File: config.mk
export PLATFORM = sky130hd
export DESIGN_NAME = ucie_protocol_layer
export DESIGN_NICKNAME = d
export VERILOG_FILES = /design/src/ucie_pl_pkg.sv /design/src/flit_stream_if.sv /design/src/flit_fifo.sv /design/src/tx_credit_arbiter.sv /design/src/rx_protocol_demux.sv /design/src/pl_status_tracker.sv /design/src/ucie_protocol_layer.sv
export SDC_FILE = /design/constraint.sdc
export NUM_CORES = 2
export LEC_CHECK = 0
export BUFFER_PORTS_ARGS = -buffer_cell sky130_fd_sc_hd__buf_2
export CAP_MARGIN = 20
export CORE_AREA = 3 3 485 367
export CTS_CLUSTER_DIAMETER = 80
export DETAILED_ROUTE_END_ITERATION = 7
export DIE_AREA = 0 0 488 370
export GPL_TIMING_DRIVEN = 0
export PLACE_DENSITY = 0.8
export RECOVER_POWER = 50
export SYNTH_ARGS = -nofsm -noshare
export SYNTH_HDL_FRONTEND = slang
export SYNTH_HIERARCHICAL = 1
export SYNTH_SLANG_ARGS = --single-unit
File: constraint.sdc
create_clock -name clk -period 3.9 [get_ports clk]
set_input_delay 0.585 -clock clk [delete_from_list [all_inputs] [get_ports clk]]
set_output_delay 0.585 -clock clk [all_outputs]
set_load 0.01 [all_outputs]
File: src/ucie_pl_pkg.sv
package ucie_pl_pkg;

    // Stream and buffer sizing
    localparam int NUM_PROTOCOLS = 4;
    localparam int FLIT_WIDTH    = 64;
    localparam int FIFO_DEPTH    = 4;

    // Per-protocol credit limits
    localparam int INIT_CREDITS  = 2;
    localparam int MAX_CREDITS   = 15;

    // One flit as carried on every link
    typedef logic [FLIT_WIDTH-1:0] flit_t;

    // Index into the protocol streams
    typedef logic [$clog2(NUM_PROTOCOLS)-1:0] proto_id_t;

    typedef logic [3:0] credit_t;

    // Occupancy, needs one more code than the depth
    typedef logic [$clog2(FIFO_DEPTH+1)-1:0] fifo_level_t;

    // Saturating statistics
    typedef logic [15:0] stat_count_t;

    // Layer state machine
    typedef enum logic [1:0] {
        PL_RESET,
        PL_INIT,
        PL_ACTIVE
    } pl_state_t;

endpackage

File: src/flit_stream_if.sv
`timescale 1ns/1ps

interface flit_stream_if;
    import ucie_pl_pkg::*;

    flit_t     flit;
    proto_id_t protocol_id;
    logic      valid;
    logic      ready;

    // Producer side
    modport source  (output flit, output protocol_id, output valid, input  ready);

    // Consumer side
    modport sink    (input  flit, input  protocol_id, input  valid, output ready);

    // Passive observer, e.g. statistics
    modport monitor (input  flit, input  protocol_id, input  valid, input  ready);

endinterface

File: src/flit_fifo.sv
`timescale 1ns/1ps

module flit_fifo (
    input  logic                    clk,
    input  logic                    rst_n,
    input  logic                    enable,
    input  ucie_pl_pkg::flit_t      in_flit,
    input  logic                    in_valid,
    output logic                    in_ready,
    output ucie_pl_pkg::flit_t      out_flit,
    output logic                    out_valid,
    input  logic                    out_ready,
    output ucie_pl_pkg::fifo_level_t level
);
    import ucie_pl_pkg::*;

    flit_t                          mem [FIFO_DEPTH];
    logic [$clog2(FIFO_DEPTH)-1:0]  wr_ptr;
    logic [$clog2(FIFO_DEPTH)-1:0]  rd_ptr;
    fifo_level_t                    count;
    logic                           do_write;
    logic                           do_read;

    // Both directions stall while the stream is disabled
    assign in_ready  = enable && (count != fifo_level_t'(FIFO_DEPTH));
    assign out_valid = enable && (count != '0);
    assign out_flit  = mem[rd_ptr];
    assign level     = count;

    assign do_write = in_valid && in_ready;
    assign do_read  = out_valid && out_ready;

    always_ff @(posedge clk) begin
        if (do_write) begin
            mem[wr_ptr] <= in_flit;
        end
    end

    // Pointers wrap naturally, depth is a power of two
    always_ff @(posedge clk or negedge rst_n) begin
        if (!rst_n) begin
            wr_ptr <= '0;
            rd_ptr <= '0;
            count  <= '0;
        end else begin
            if (do_write) begin
                wr_ptr <= wr_ptr + 1'b1;
            end
            if (do_read) begin
                rd_ptr <= rd_ptr + 1'b1;
            end
            case ({do_write, do_read})
                2'b10:   count <= count + 1'b1;
                2'b01:   count <= count - 1'b1;
                default: count <= count;
            endcase
        end
    end

endmodule

File: src/tx_credit_arbiter.sv
`timescale 1ns/1ps

module tx_credit_arbiter (
    input  logic                                 clk,
    input  logic                                 rst_n,
    input  ucie_pl_pkg::flit_t                   head_flit [ucie_pl_pkg::NUM_PROTOCOLS],
    input  logic [ucie_pl_pkg::NUM_PROTOCOLS-1:0] head_valid,
    output logic [ucie_pl_pkg::NUM_PROTOCOLS-1:0] head_pop,
    input  logic [ucie_pl_pkg::NUM_PROTOCOLS-1:0] credit_return,
    input  logic                                 link_active,
    flit_stream_if.source                        tx
);
    import ucie_pl_pkg::*;

    credit_t                  credits [NUM_PROTOCOLS];
    logic [NUM_PROTOCOLS-1:0] eligible;
    proto_id_t                last_served;
    proto_id_t                grant_id;
    logic                     grant_any;
    logic                     load;
    logic                     egress_valid;
    flit_t                    egress_flit;
    proto_id_t                egress_id;

    always_comb begin
        for (int i = 0; i < NUM_PROTOCOLS; i++) begin
            eligible[i] = link_active && head_valid[i] && (credits[i] != '0);
        end
    end

    // Round-robin search starting just after the last grant
    always_comb begin
        proto_id_t idx;
        grant_id  = '0;
        grant_any = 1'b0;
        for (int k = 1; k <= NUM_PROTOCOLS; k++) begin
            idx = last_served + proto_id_t'(k);
            if (!grant_any && eligible[idx]) begin
                grant_id  = idx;
                grant_any = 1'b1;
            end
        end
    end

    // Reload when empty or when the current flit leaves on this edge
    assign load = grant_any && (!egress_valid || tx.ready);

    always_comb begin
        head_pop = '0;
        head_pop[grant_id] = load;
    end

    always_ff @(posedge clk or negedge rst_n) begin
        if (!rst_n) begin
            egress_valid <= 1'b0;
            last_served  <= proto_id_t'(NUM_PROTOCOLS - 1);
        end else if (load) begin
            egress_valid <= 1'b1;
            last_served  <= grant_id;
        end else if (tx.ready) begin
            egress_valid <= 1'b0;
        end
    end

    always_ff @(posedge clk) begin
        if (load) begin
            egress_flit <= head_flit[grant_id];
            egress_id   <= grant_id;
        end
    end

    // Spend on grant, return from the far side, both at once cancel
    always_ff @(posedge clk or negedge rst_n) begin
        if (!rst_n) begin
            for (int i = 0; i < NUM_PROTOCOLS; i++) begin
                credits[i] <= credit_t'(INIT_CREDITS);
            end
        end else begin
            for (int i = 0; i < NUM_PROTOCOLS; i++) begin
                if (head_pop[i] && !credit_return[i]) begin
                    credits[i] <= credits[i] - 1'b1;
                end else if (credit_return[i] && !head_pop[i] &&
                             (credits[i] != credit_t'(MAX_CREDITS))) begin
                    credits[i] <= credits[i] + 1'b1;
                end
            end
        end
    end

    assign tx.valid       = egress_valid;
    assign tx.flit        = egress_flit;
    assign tx.protocol_id = egress_id;

endmodule

File: src/rx_protocol_demux.sv
`timescale 1ns/1ps

module rx_protocol_demux (
    flit_stream_if.sink                          rx,
    output ucie_pl_pkg::flit_t                   fifo_flit,
    output logic [ucie_pl_pkg::NUM_PROTOCOLS-1:0] fifo_valid,
    input  logic [ucie_pl_pkg::NUM_PROTOCOLS-1:0] fifo_ready
);
    import ucie_pl_pkg::*;

    proto_id_t dest;

    assign dest = rx.protocol_id;

    // Flit fans out to all FIFOs, only the addressed one sees valid
    assign fifo_flit = rx.flit;

    always_comb begin
        fifo_valid = '0;
        fifo_valid[dest] = rx.valid;
    end

    // Enable and full are already folded into each FIFO's ready
    assign rx.ready = fifo_ready[dest];

endmodule

File: src/pl_status_tracker.sv
`timescale 1ns/1ps

module pl_status_tracker (
    input  logic                                 clk,
    input  logic                                 rst_n,
    input  logic [ucie_pl_pkg::NUM_PROTOCOLS-1:0] protocol_enable,
    input  ucie_pl_pkg::fifo_level_t             tx_level [ucie_pl_pkg::NUM_PROTOCOLS],
    input  ucie_pl_pkg::fifo_level_t             rx_level [ucie_pl_pkg::NUM_PROTOCOLS],
    flit_stream_if.monitor                       tx,
    output logic                                 link_active,
    output ucie_pl_pkg::pl_state_t               layer_state,
    output ucie_pl_pkg::stat_count_t             tx_flit_count [ucie_pl_pkg::NUM_PROTOCOLS],
    output logic [ucie_pl_pkg::NUM_PROTOCOLS-1:0] protocol_active
);
    import ucie_pl_pkg::*;

    pl_state_t state;
    pl_state_t state_next;
    logic      tx_fire;

    always_comb begin
        state_next = state;
        case (state)
            PL_RESET:  state_next = PL_INIT;
            PL_INIT:   if (|protocol_enable) state_next = PL_ACTIVE;
            PL_ACTIVE: state_next = PL_ACTIVE;
            default:   state_next = PL_RESET;
        endcase
    end

    always_ff @(posedge clk or negedge rst_n) begin
        if (!rst_n) begin
            state <= PL_RESET;
        end else begin
            state <= state_next;
        end
    end

    assign link_active = (state == PL_ACTIVE);
    assign layer_state = state;
    assign tx_fire     = tx.valid && tx.ready;

    // Per-protocol egress counts, held at all ones
    always_ff @(posedge clk or negedge rst_n) begin
        if (!rst_n) begin
            for (int i = 0; i < NUM_PROTOCOLS; i++) begin
                tx_flit_count[i] <= '0;
            end
        end else begin
            for (int i = 0; i < NUM_PROTOCOLS; i++) begin
                if (tx_fire && (tx.protocol_id == proto_id_t'(i)) &&
                    (tx_flit_count[i] != '1)) begin
                    tx_flit_count[i] <= tx_flit_count[i] + 1'b1;
                end
            end
        end
    end

    always_comb begin
        for (int i = 0; i < NUM_PROTOCOLS; i++) begin
            protocol_active[i] = protocol_enable[i] &&
                                 ((tx_level[i] != '0) || (rx_level[i] != '0));
        end
    end

endmodule

File: src/ucie_protocol_layer.sv
`timescale 1ns/1ps

module ucie_protocol_layer (
    input  logic                                 clk,
    input  logic                                 rst_n,

    // Upper layer, one stream per protocol
    input  ucie_pl_pkg::flit_t                   ul_tx_flit [ucie_pl_pkg::NUM_PROTOCOLS],
    input  logic [ucie_pl_pkg::NUM_PROTOCOLS-1:0] ul_tx_valid,
    output logic [ucie_pl_pkg::NUM_PROTOCOLS-1:0] ul_tx_ready,
    output ucie_pl_pkg::flit_t                   ul_rx_flit [ucie_pl_pkg::NUM_PROTOCOLS],
    output logic [ucie_pl_pkg::NUM_PROTOCOLS-1:0] ul_rx_valid,
    input  logic [ucie_pl_pkg::NUM_PROTOCOLS-1:0] ul_rx_ready,

    // D2D adapter side
    output ucie_pl_pkg::flit_t                   d2d_tx_flit,
    output logic                                 d2d_tx_valid,
    input  logic                                 d2d_tx_ready,
    output ucie_pl_pkg::proto_id_t               d2d_tx_protocol_id,
    input  ucie_pl_pkg::flit_t                   d2d_rx_flit,
    input  logic                                 d2d_rx_valid,
    output logic                                 d2d_rx_ready,
    input  ucie_pl_pkg::proto_id_t               d2d_rx_protocol_id,

    // Configuration and status
    input  logic [ucie_pl_pkg::NUM_PROTOCOLS-1:0] protocol_enable,
    input  logic [ucie_pl_pkg::NUM_PROTOCOLS-1:0] credit_return,
    output ucie_pl_pkg::pl_state_t               layer_state,
    output ucie_pl_pkg::stat_count_t             tx_flit_count [ucie_pl_pkg::NUM_PROTOCOLS],
    output logic [ucie_pl_pkg::NUM_PROTOCOLS-1:0] protocol_active
);
    import ucie_pl_pkg::*;

    flit_stream_if tx_link ();
    flit_stream_if rx_link ();

    logic                     link_active;
    logic [NUM_PROTOCOLS-1:0] fifo_enable;
    flit_t                    tx_head_flit [NUM_PROTOCOLS];
    logic [NUM_PROTOCOLS-1:0] tx_head_valid;
    logic [NUM_PROTOCOLS-1:0] tx_head_pop;
    fifo_level_t              tx_level [NUM_PROTOCOLS];
    fifo_level_t              rx_level [NUM_PROTOCOLS];
    flit_t                    rx_fifo_flit;
    logic [NUM_PROTOCOLS-1:0] rx_fifo_valid;
    logic [NUM_PROTOCOLS-1:0] rx_fifo_ready;

    assign fifo_enable = {NUM_PROTOCOLS{link_active}} & protocol_enable;

    assign d2d_tx_flit        = tx_link.flit;
    assign d2d_tx_protocol_id = tx_link.protocol_id;
    assign d2d_tx_valid       = tx_link.valid;
    assign tx_link.ready      = d2d_tx_ready;

    assign rx_link.flit        = d2d_rx_flit;
    assign rx_link.protocol_id = d2d_rx_protocol_id;
    assign rx_link.valid       = d2d_rx_valid;
    assign d2d_rx_ready        = rx_link.ready;

    for (genvar i = 0; i < NUM_PROTOCOLS; i++) begin : g_tx_fifo
        flit_fifo u_tx_fifo (
            .clk       (clk),
            .rst_n     (rst_n),
            .enable    (fifo_enable[i]),
            .in_flit   (ul_tx_flit[i]),
            .in_valid  (ul_tx_valid[i]),
            .in_ready  (ul_tx_ready[i]),
            .out_flit  (tx_head_flit[i]),
            .out_valid (tx_head_valid[i]),
            .out_ready (tx_head_pop[i]),
            .level     (tx_level[i])
        );
    end

    for (genvar i = 0; i < NUM_PROTOCOLS; i++) begin : g_rx_fifo
        flit_fifo u_rx_fifo (
            .clk       (clk),
            .rst_n     (rst_n),
            .enable    (fifo_enable[i]),
            .in_flit   (rx_fifo_flit),
            .in_valid  (rx_fifo_valid[i]),
            .in_ready  (rx_fifo_ready[i]),
            .out_flit  (ul_rx_flit[i]),
            .out_valid (ul_rx_valid[i]),
            .out_ready (ul_rx_ready[i]),
            .level     (rx_level[i])
        );
    end

    tx_credit_arbiter u_tx_arbiter (
        .clk           (clk),
        .rst_n         (rst_n),
        .head_flit     (tx_head_flit),
        .head_valid    (tx_head_valid),
        .head_pop      (tx_head_pop),
        .credit_return (credit_return),
        .link_active   (link_active),
        .tx            (tx_link)
    );

    rx_protocol_demux u_rx_demux (
        .rx         (rx_link),
        .fifo_flit  (rx_fifo_flit),
        .fifo_valid (rx_fifo_valid),
        .fifo_ready (rx_fifo_ready)
    );

    pl_status_tracker u_status (
        .clk             (clk),
        .rst_n           (rst_n),
        .protocol_enable (protocol_enable),
        .tx_level        (tx_level),
        .rx_level        (rx_level),
        .tx              (tx_link),
        .link_active     (link_active),
        .layer_state     (layer_state),
        .tx_flit_count   (tx_flit_count),
        .protocol_active (protocol_active)
    );

endmodule

## Word level (Yosys, flattened, before mapping)

Memories as Yosys holds them, arrays and structs flattened.
Cells that the tools add are included.

| cells by class | value |
|---|---|
| $add $sub $neg | 47 |
| magnitude comparators | 9 |
| equal/unequal tests | 38 |
| mux-type cells | 61 |
| bitwise operators | 4 |
| reductions and logical operators | 116 |

Operator list:

| kind | count |
|---|---|
| $bmux 64 s2 | 1 |
| $mux 64 | 2 |
| $logic_and 1x1->1 | 71 |
| $add 16x1->16 const B | 4 |
| $ne 16x16->1 const B | 4 |
| $pmux 3 s2 | 8 |
| $add 2x1->2 const B | 17 |
| $mux 4 | 8 |
| $mux 1 | 29 |
| $reduce_bool 2->1 | 13 |
| $add 3x1->3 const B | 8 |
| $ne 3x3->1 const B | 8 |
| $reduce_bool 3->1 | 8 |
| $sub 3x1->3 const B | 8 |
| $eq 2x2->1 const B | 11 |
| $eq 2x1->1 const B | 10 |
| $lt 2x3->1 const B | 6 |
| $add 4x1->4 const B | 4 |
| $ne 4x4->1 const B | 4 |
| $reduce_bool 4->1 | 4 |
| $sub 4x1->4 const B | 4 |
| $and 4x4->4 | 3 |
| $logic_not 1->1 | 12 |
| $bmux 1 s2 | 5 |
| other kinds (11) | 23 |

| word-level totals | value |
|---|---|
| register bits after elaboration | 207 |
| memory bits (writable) | 2,048 |
| output and inout port bits | 402 |
| logic and storage cells | 320 |
| memories kept | 8 |

Memory list:

| name | words | width | read ports | clocked after Yosys merged registers in | write ports | line | source |
|---|---|---|---|---|---|---|---|
| g_rx_fifo[0].u_rx_fifo.mem | 4 | 64 | 1 | 0 | 1 | flit_fifo.sv:17 | `flit_t mem [FIFO_DEPTH];` |
| g_rx_fifo[1].u_rx_fifo.mem | 4 | 64 | 1 | 0 | 1 | flit_fifo.sv:17 |  |
| g_rx_fifo[2].u_rx_fifo.mem | 4 | 64 | 1 | 0 | 1 | flit_fifo.sv:17 |  |
| g_rx_fifo[3].u_rx_fifo.mem | 4 | 64 | 1 | 0 | 1 | flit_fifo.sv:17 |  |
| g_tx_fifo[0].u_tx_fifo.mem | 4 | 64 | 1 | 0 | 1 | flit_fifo.sv:17 |  |
| g_tx_fifo[1].u_tx_fifo.mem | 4 | 64 | 1 | 0 | 1 | flit_fifo.sv:17 |  |
| 2 more memories | - | - | - | - | - | - |  |

## Depth between registers and ports, before layout

| depth | value |
|---|---|
| depth in word-level cells | 27 |
| gate-level depth with buffers | 17 |
| depth with buffers taken out | 17 |

## Cells and area by module

Netlist, hierarchy kept.

By module, submodules not included:

| module | times used | cells each | area each (um^2) |
|---|---|---|---|
| flit_fifo | 8 | 373 | 9,663.0 |
| tx_credit_arbiter | 1 | 643 | 5,434.0 |
| pl_status_tracker | 1 | 313 | 3,408.3 |
| rx_protocol_demux | 1 | 69 | 538.0 |
| ucie_protocol_layer | 1 | 4 | 25.0 |

## Worst setup path after synthesis

Ideal clock, no wire load.

| timing | value |
|---|---|
| path type | register to register |
| start point | reg u_status.state[0] (netlist: u_status/layer_state[0]) |
| end point | reg u_tx_arbiter/credits[11] (netlist name) |
| setup time | 0.104 ns |
| arrival | 4.082 ns |
| data required time | 3.796 ns |
| slack | -0.286 ns |
| stages on the path, launching flop included | 17 |
| buffers on the path | 0 |
| cell sequence | dfrtp_1 > inv_1 > ha_1 > and2_1 > o31a_1 > nand2_1 > o22a_1 > a21bo_2 > inv_2 > o2111ai_1 > inv_1 > ha_1 > a21o_1 > a21oi_1 > nand2_1 > mux2_2 > o311ai_1 |

| between the ends | value |
|---|---|
| elaborated cells between the ends (all ways) | 49 |
| those cells by class | 2 x order compare; 1 x eq/ne; 19 x mux; 2 x bitwise; 25 x reduce/logical |

RTL lines:

| item | line | source |
|---|---|---|
| start: declaration | pl_status_tracker.sv:17 | `pl_state_t state;` |
| start signal: assignment | pl_status_tracker.sv:35 | `state <= state_next;` |
| $eq 2x2->1 * | pl_status_tracker.sv:39 | `assign link_active = (state == PL_ACTIVE);` |
| named net link_active | ucie_protocol_layer.sv:37 | `logic link_active;` |
| $and 4x4->4 * | ucie_protocol_layer.sv:48 | `assign fifo_enable = {NUM_PROTOCOLS{link_active}} & protocol_enable;` |
| named net fifo_enable[1] | ucie_protocol_layer.sv:38 | `logic [NUM_PROTOCOLS-1:0] fifo_enable;` |
| $logic_and 1x1->1 * | flit_fifo.sv:26 | `assign out_valid = enable && (count != '0);` |
| named net tx_head_valid[1] | ucie_protocol_layer.sv:40 | `logic [NUM_PROTOCOLS-1:0] tx_head_valid;` |
| $logic_and 1x1->1 * (2 in a row) | tx_credit_arbiter.sv:27 | `eligible[i] = link_active && head_valid[i] && (credits[i] != '0);` |
| $bmux 1 s2 | tx_credit_arbiter.sv:38 | `if (!grant_any && eligible[idx]) begin` |
| [... 9 more ...] | - |  |
| $logic_and 1x1->1 | tx_credit_arbiter.sv:38 |  |
| $mux 1 * | tx_credit_arbiter.sv:38 |  |
| $logic_and 1x1->1 * | tx_credit_arbiter.sv:46 | `assign load = grant_any && (!egress_valid \|\| tx.ready);` |
| named net u_tx_arbiter.load | tx_credit_arbiter.sv:20 | `logic load;` |
| $and 4x4->4 (no source line) * | - |  |
| $logic_not 1->1 | tx_credit_arbiter.sv:82 | `end else if (credit_return[i] && !head_pop[i] &&` |
| $logic_and 1x1->1 (2 in a row) | tx_credit_arbiter.sv:82 |  |
| $reduce_bool 2->1 (no source line) | - |  |
| end signal: indexed assignment | tx_credit_arbiter.sv:76 | `credits[i] <= credit_t'(INIT_CREDITS);` |
| end signal: indexed assignment | tx_credit_arbiter.sv:81 | `credits[i] <= credits[i] - 1'b1;` |
| end signal: indexed assignment | tx_credit_arbiter.sv:84 | `credits[i] <= credits[i] + 1'b1;` |
| end: declaration | tx_credit_arbiter.sv:15 | `credit_t credits [NUM_PROTOCOLS];` |

Mark *: on every way through the listed nets, which the timed path passes. The rest lies on a longest branch. The select of a mux whose other input is x is not followed.
A chain may end at the register's enable or synchronous reset.

## Final worst setup path

| timing | value |
|---|---|
| start point | reg u_status.state[0] (netlist: u_status/layer_state[0]) |
| end point | reg u_tx_arbiter.egress_flit[60] (netlist: u_tx_arbiter/tx.flit[60]) (data pin) |

| between the ends | value |
|---|---|
| longest elaborated chain between the ends | 21 |
| elaborated cells between the ends (all ways) | 39 |
| those cells by class | 1 x eq/ne; 18 x mux; 2 x bitwise; 18 x reduce/logical |

Ends and longest elaborated chain:

| item | line | source |
|---|---|---|
| $eq 2x2->1 * | pl_status_tracker.sv:39 |  |
| named net link_active | ucie_protocol_layer.sv:37 |  |
| $and 4x4->4 * | ucie_protocol_layer.sv:48 |  |
| named net fifo_enable[0] | ucie_protocol_layer.sv:38 |  |
| $logic_and 1x1->1 * | flit_fifo.sv:26 |  |
| named net tx_head_valid[0] | ucie_protocol_layer.sv:40 |  |
| $logic_and 1x1->1 * (2 in a row) | tx_credit_arbiter.sv:27 |  |
| $bmux 1 s2 | tx_credit_arbiter.sv:38 |  |
| [... 6 more ...] | - |  |
| $logic_and 1x1->1 | tx_credit_arbiter.sv:38 |  |
| $mux 1 | tx_credit_arbiter.sv:38 |  |
| $logic_not 1->1 | tx_credit_arbiter.sv:38 |  |
| $logic_and 1x1->1 | tx_credit_arbiter.sv:38 |  |
| $mux 2 * | tx_credit_arbiter.sv:38 |  |
| $not 2->3 (not written as such) * | tx_credit_arbiter.sv:67 | `egress_flit <= head_flit[grant_id];` |
| $bmux 64 s2 * | tx_credit_arbiter.sv:67 |  |
| $mux 64 (not written as such) * (2 in a row) | tx_credit_arbiter.sv:67 |  |
| end signal: assignment | tx_credit_arbiter.sv:67 |  |
| end: declaration | tx_credit_arbiter.sv:22 | `flit_t egress_flit;` |

Marks and branches as above.

==> impl_results.md <==
- Logic pwr share: 28.4%
- Final HPWL DP: 147,800 um
- GR Overflow Total: 0
- Vias per cell: between 6 and 7
- TritonCTS clock tree: yes
- Area delta synth->final: 19.36%
- Clk Latency, worst-skew pair: approximately 0.85 ns
- Worst Path Class, Setup: flop to flop
- Routed WL: around 250,000 um
- Relative slew slack: -86.94%
- Area leader, netlist: edfxtp_1
- PortBufs: ~680
- Endpoints failing hold: 0
- Chip height: 370 um
- Max Cap Viol: 1
- Critical path arrival: ~4.5 ns
- Vias: 48,190
- Fin Hold WS: 0.1746 ns
- Boundary pin count: 744
- Vias in the first global route: 48,200
- Maximum clock frequency: 0.2599 GHz
- Number of enable flip-flop cells after synthesis: 2,114
- Clock share of power: 29.2%
- Crit path max-delay family: buffers and inverters
- Ys flop type: edfxtp_1
- Die area: approximately 180,000 um2
- Most common cell after layout, fill and taps aside: edfxtp_1
- Area contributors post-synth: edfxtp_1, mux4_2, dfrtp_1
- WL/cell: 31.81 um
- P_int: 47.76 mW
- Clock root cell: clkbuf_16
- Worst Tran Pin Value: 2.804 ns
- Leak: about 35 nW
- Net Sw Frac: a little under a third
- Mapped Area: 86,710 um2
- Core Box Area: 172,900 um2
- Clock Sinks: approximately 2,300
- GP Congestion: approximately 0.86
- Global-route wire length before repair: 348,900 um
- Clock Skew: ~0.083 ns
- Max clock buf depth: 3
- CTS buffer count: 199
- Starting density of the core: 50.14%
- Syn_area_per_cell: 21.61 um2
- Post-Place Cells: 7,005
- Nets: between 5,000 and 6,000
- Failing checks: capacitance limit, slew limit
- Yosys top cell area share: 73.21%
- Async set-reset flop share out of synthesis: 6.253%
- Number of nets with antenna violations after routing: 0
- CTS clk-pin slew, worst paths: 0.06 ns
- Total power: 69.78 mW
- Rows: approximately 130
- Status: finished with violations
- Pwr dens: between 600 and 700 nW/um2
- Commonest non-fill, non-tap cells in the layout: edfxtp_1, mux4_2, buf_2, clkbuf_1, nand2_1
- Synth warn: 6
- Worst path most repeated cell: buf_12
- Share of layout cells above drive strength 1: 28.14%
- Fin area: 103,500 um2
- Pre-CTS WS: -0.7413 ns
- Synthesized netlist cell count: 4,013
- DRC violations left: 0
- Critical path buffers and inverters: 6
- HP Class: primary input to flop
- Seq cells post-synth: 2,255
- Dpl cell area: 94,000 um2
- Flop pwr share: 42.4%
- Syn nets: 4,422
- Tmin final: 3.848 ns
- Fin crit share: 98.67%
- Crit-path cells: inv_2 > ha_4 > and2_2 > o31a_1 > and2_1 > o2bb2ai_1 > a221o_2 > buf_12 > buf_12 > clkbuf_2 > buf_8 > clkbuf_1 > nand2_1 > and3_1 > a31oi_1
- Initial antenna violation count: 83
- GRT Resource Usage Total: 26.98%
- Sequential share of the synthesized area: 77.29%
- Max incr delay on CP: 0.74 ns
- Largest net degree at the start of global routing: 84
- Critical path fanouts, max: 10
- Startpoint Class: flop
- Worst VDD drop: a little under 0.6 mV
- Crit. End Element: flop
- Setup ws final: 0.05183 ns
- Final setup viols: 0
- Max Slew Vio Count: 59
- CP max stage cell: clkbuf_1
- Post-Layout Cell Count: ~7,800
- Worst path required time: approximately 4.5 ns
- Die width: 488 um
- H-tree lvl count: 4
- DRT Pass-1 Iters: 6
- First DRT Iteration DRCs: 6,878
- Count of different cell masters after synthesis: 73
- Net Sw Power: 22.02 mW
worst paths after layout:
path,slack (ns),depth (start not counted),endpoint,start
min in group asynchronous,1.46,2,u_status/tx_flit_count[30]$_DFFE_PN0P_,rst_n
max in group asynchronous,0.84,2,g_rx_fifo[1].u_rx_fifo/level[1]$_DFFE_PN0P_,rst_n
worst min-delay path,0.17,4,u_status/layer_state[0]$_DFFE_PN0P_,protocol_enable[1]
worst min register to register,0.50,1,u_status/tx_flit_count[15]$_DFFE_PN0P_,u_status/tx_flit_count[15]$_DFFE_PN0P_
worst max register to register,0.05,15,u_tx_arbiter/tx.flit[60]$_DFFE_PP_,u_status/layer_state[0]$_DFFE_PN0P_
worst max-delay path,0.05,15,u_tx_arbiter/tx.flit[60]$_DFFE_PP_,u_status/layer_state[0]$_DFFE_PN0P_
worst reg2reg max path, cell delays in order (launching register included):
cell and delay (ns):
dfrtp_1 0.41, inv_2 0.10, ha_4 0.17, and2_2 0.24, o31a_1 0.16, and2_1 0.20, o2bb2ai_1 0.14, a221o_2 0.21
buf_12 0.12, buf_12 0.11, clkbuf_2 0.29, buf_8 0.21, clkbuf_1 0.75, nand2_1 0.14, and3_1 0.23, a31oi_1 0.21
state kept, by name (all words and copies together) (netlist names):
register                     count
u_tx_arbiter/tx.flit            64
g_rx_fifo.u_rx_fifo/mem       1024
u_tx_arbiter/tx.protocol_id      2
u_tx_arbiter/tx.valid            1
g_tx_fifo.u_tx_fifo/rd_ptr       8
u_status/tx_flit_count          64
u_status/layer_state             2
g_rx_fifo.u_rx_fifo/rd_ptr       8
u_tx_arbiter/credits            16
g_rx_fifo.u_rx_fifo/level       12
u_tx_arbiter/last_served         2
g_tx_fifo.u_tx_fifo/mem       1024
g_tx_fifo.u_tx_fifo/wr_ptr       8
g_tx_fifo.u_tx_fifo/level       12
g_rx_fifo.u_rx_fifo/wr_ptr       8
metrics by stage:
stage,TNS [ns],utilization (%)
global placement,-2597.54,53.76
global route,-0.07524,59.80
floorplan,0,-
detailed placement,-30.37,54.36
CTS,-0.03872,59.94
finish,0,59.85
synthesized netlist by cell type (22+ instances only):
master and number:
a31oi_1 65, and2_1 40, and3_1 68, buf_2 58
buf_4 80, buf_6 40, clkbuf_1 40, dfrtp_1 135
edfxtp_1 2114, ha_1 55, inv_1 74, mux4_2 513
nand2_1 309, nand4_1 22, nor2_1 35, nor3_1 25
xnor2_1 39, xor2_1 74
power groups by stage:
stage	registers, mW	logic [mW]	clock network, mW
final	29.6	19.8	20.4
after global routing	29.7	20.6	21.5
after CTS	29.5	19.3	20.4
after detailed placement	30.0	18.5	0
after global placement	30.0	17.8	0
after floorplan	29.9	11.3	0
cell families after synthesis:
| logic type | count (synthesis) | share of synthesized area, % |
|---|---|---|
| AO/OA/AOI/OAI | 136 | 1.141 |
| XOR/XNOR | 113 | 1.141 |
| adder cells (fa/ha/maj) | 67 | 1.071 |
| buffers and inverters | 299 | 2.074 |
| flip-flops | 2255 | 77.29 |
| multiplexers | 554 | 13.83 |
| AND/OR/NAND/NOR | 589 | 3.452 |
final cells by class:
| type | instances | area, um2 |
|---|---|---|
| sequential | 2255 | 67020 |
| timing repair inverter | 1 | 8.758 |
| tap | 2278 | 2850 |
| multi-input combinational | 1459 | 18060 |
| clock inverter | 133 | 1499 |
| inverter | 76 | 302.8 |
| buffer | 223 | 1290 |
| fill | 11610 | 69430 |
| timing repair buffer | 1017 | 7082 |
| antenna | 82 | 205.2 |
| clock buffer | 241 | 5179 |
metal layers:
metal,GRT usage [%],wire length [um]
met1,34.11,82260
met2,43.58,120600
met3,6.388,28300
met4,14.53,15750
met5,0,51
timing repair:
item,in CTS,in global routing
setup buffers,5,19
resized for setup,26,19
pin swaps,4,7
hold endpoints to repair,1303,0
hold buffers,277,0
endpoints found under the setup margin,87,69
gates cloned,2,1
Power figures use the tool's default switching activity.
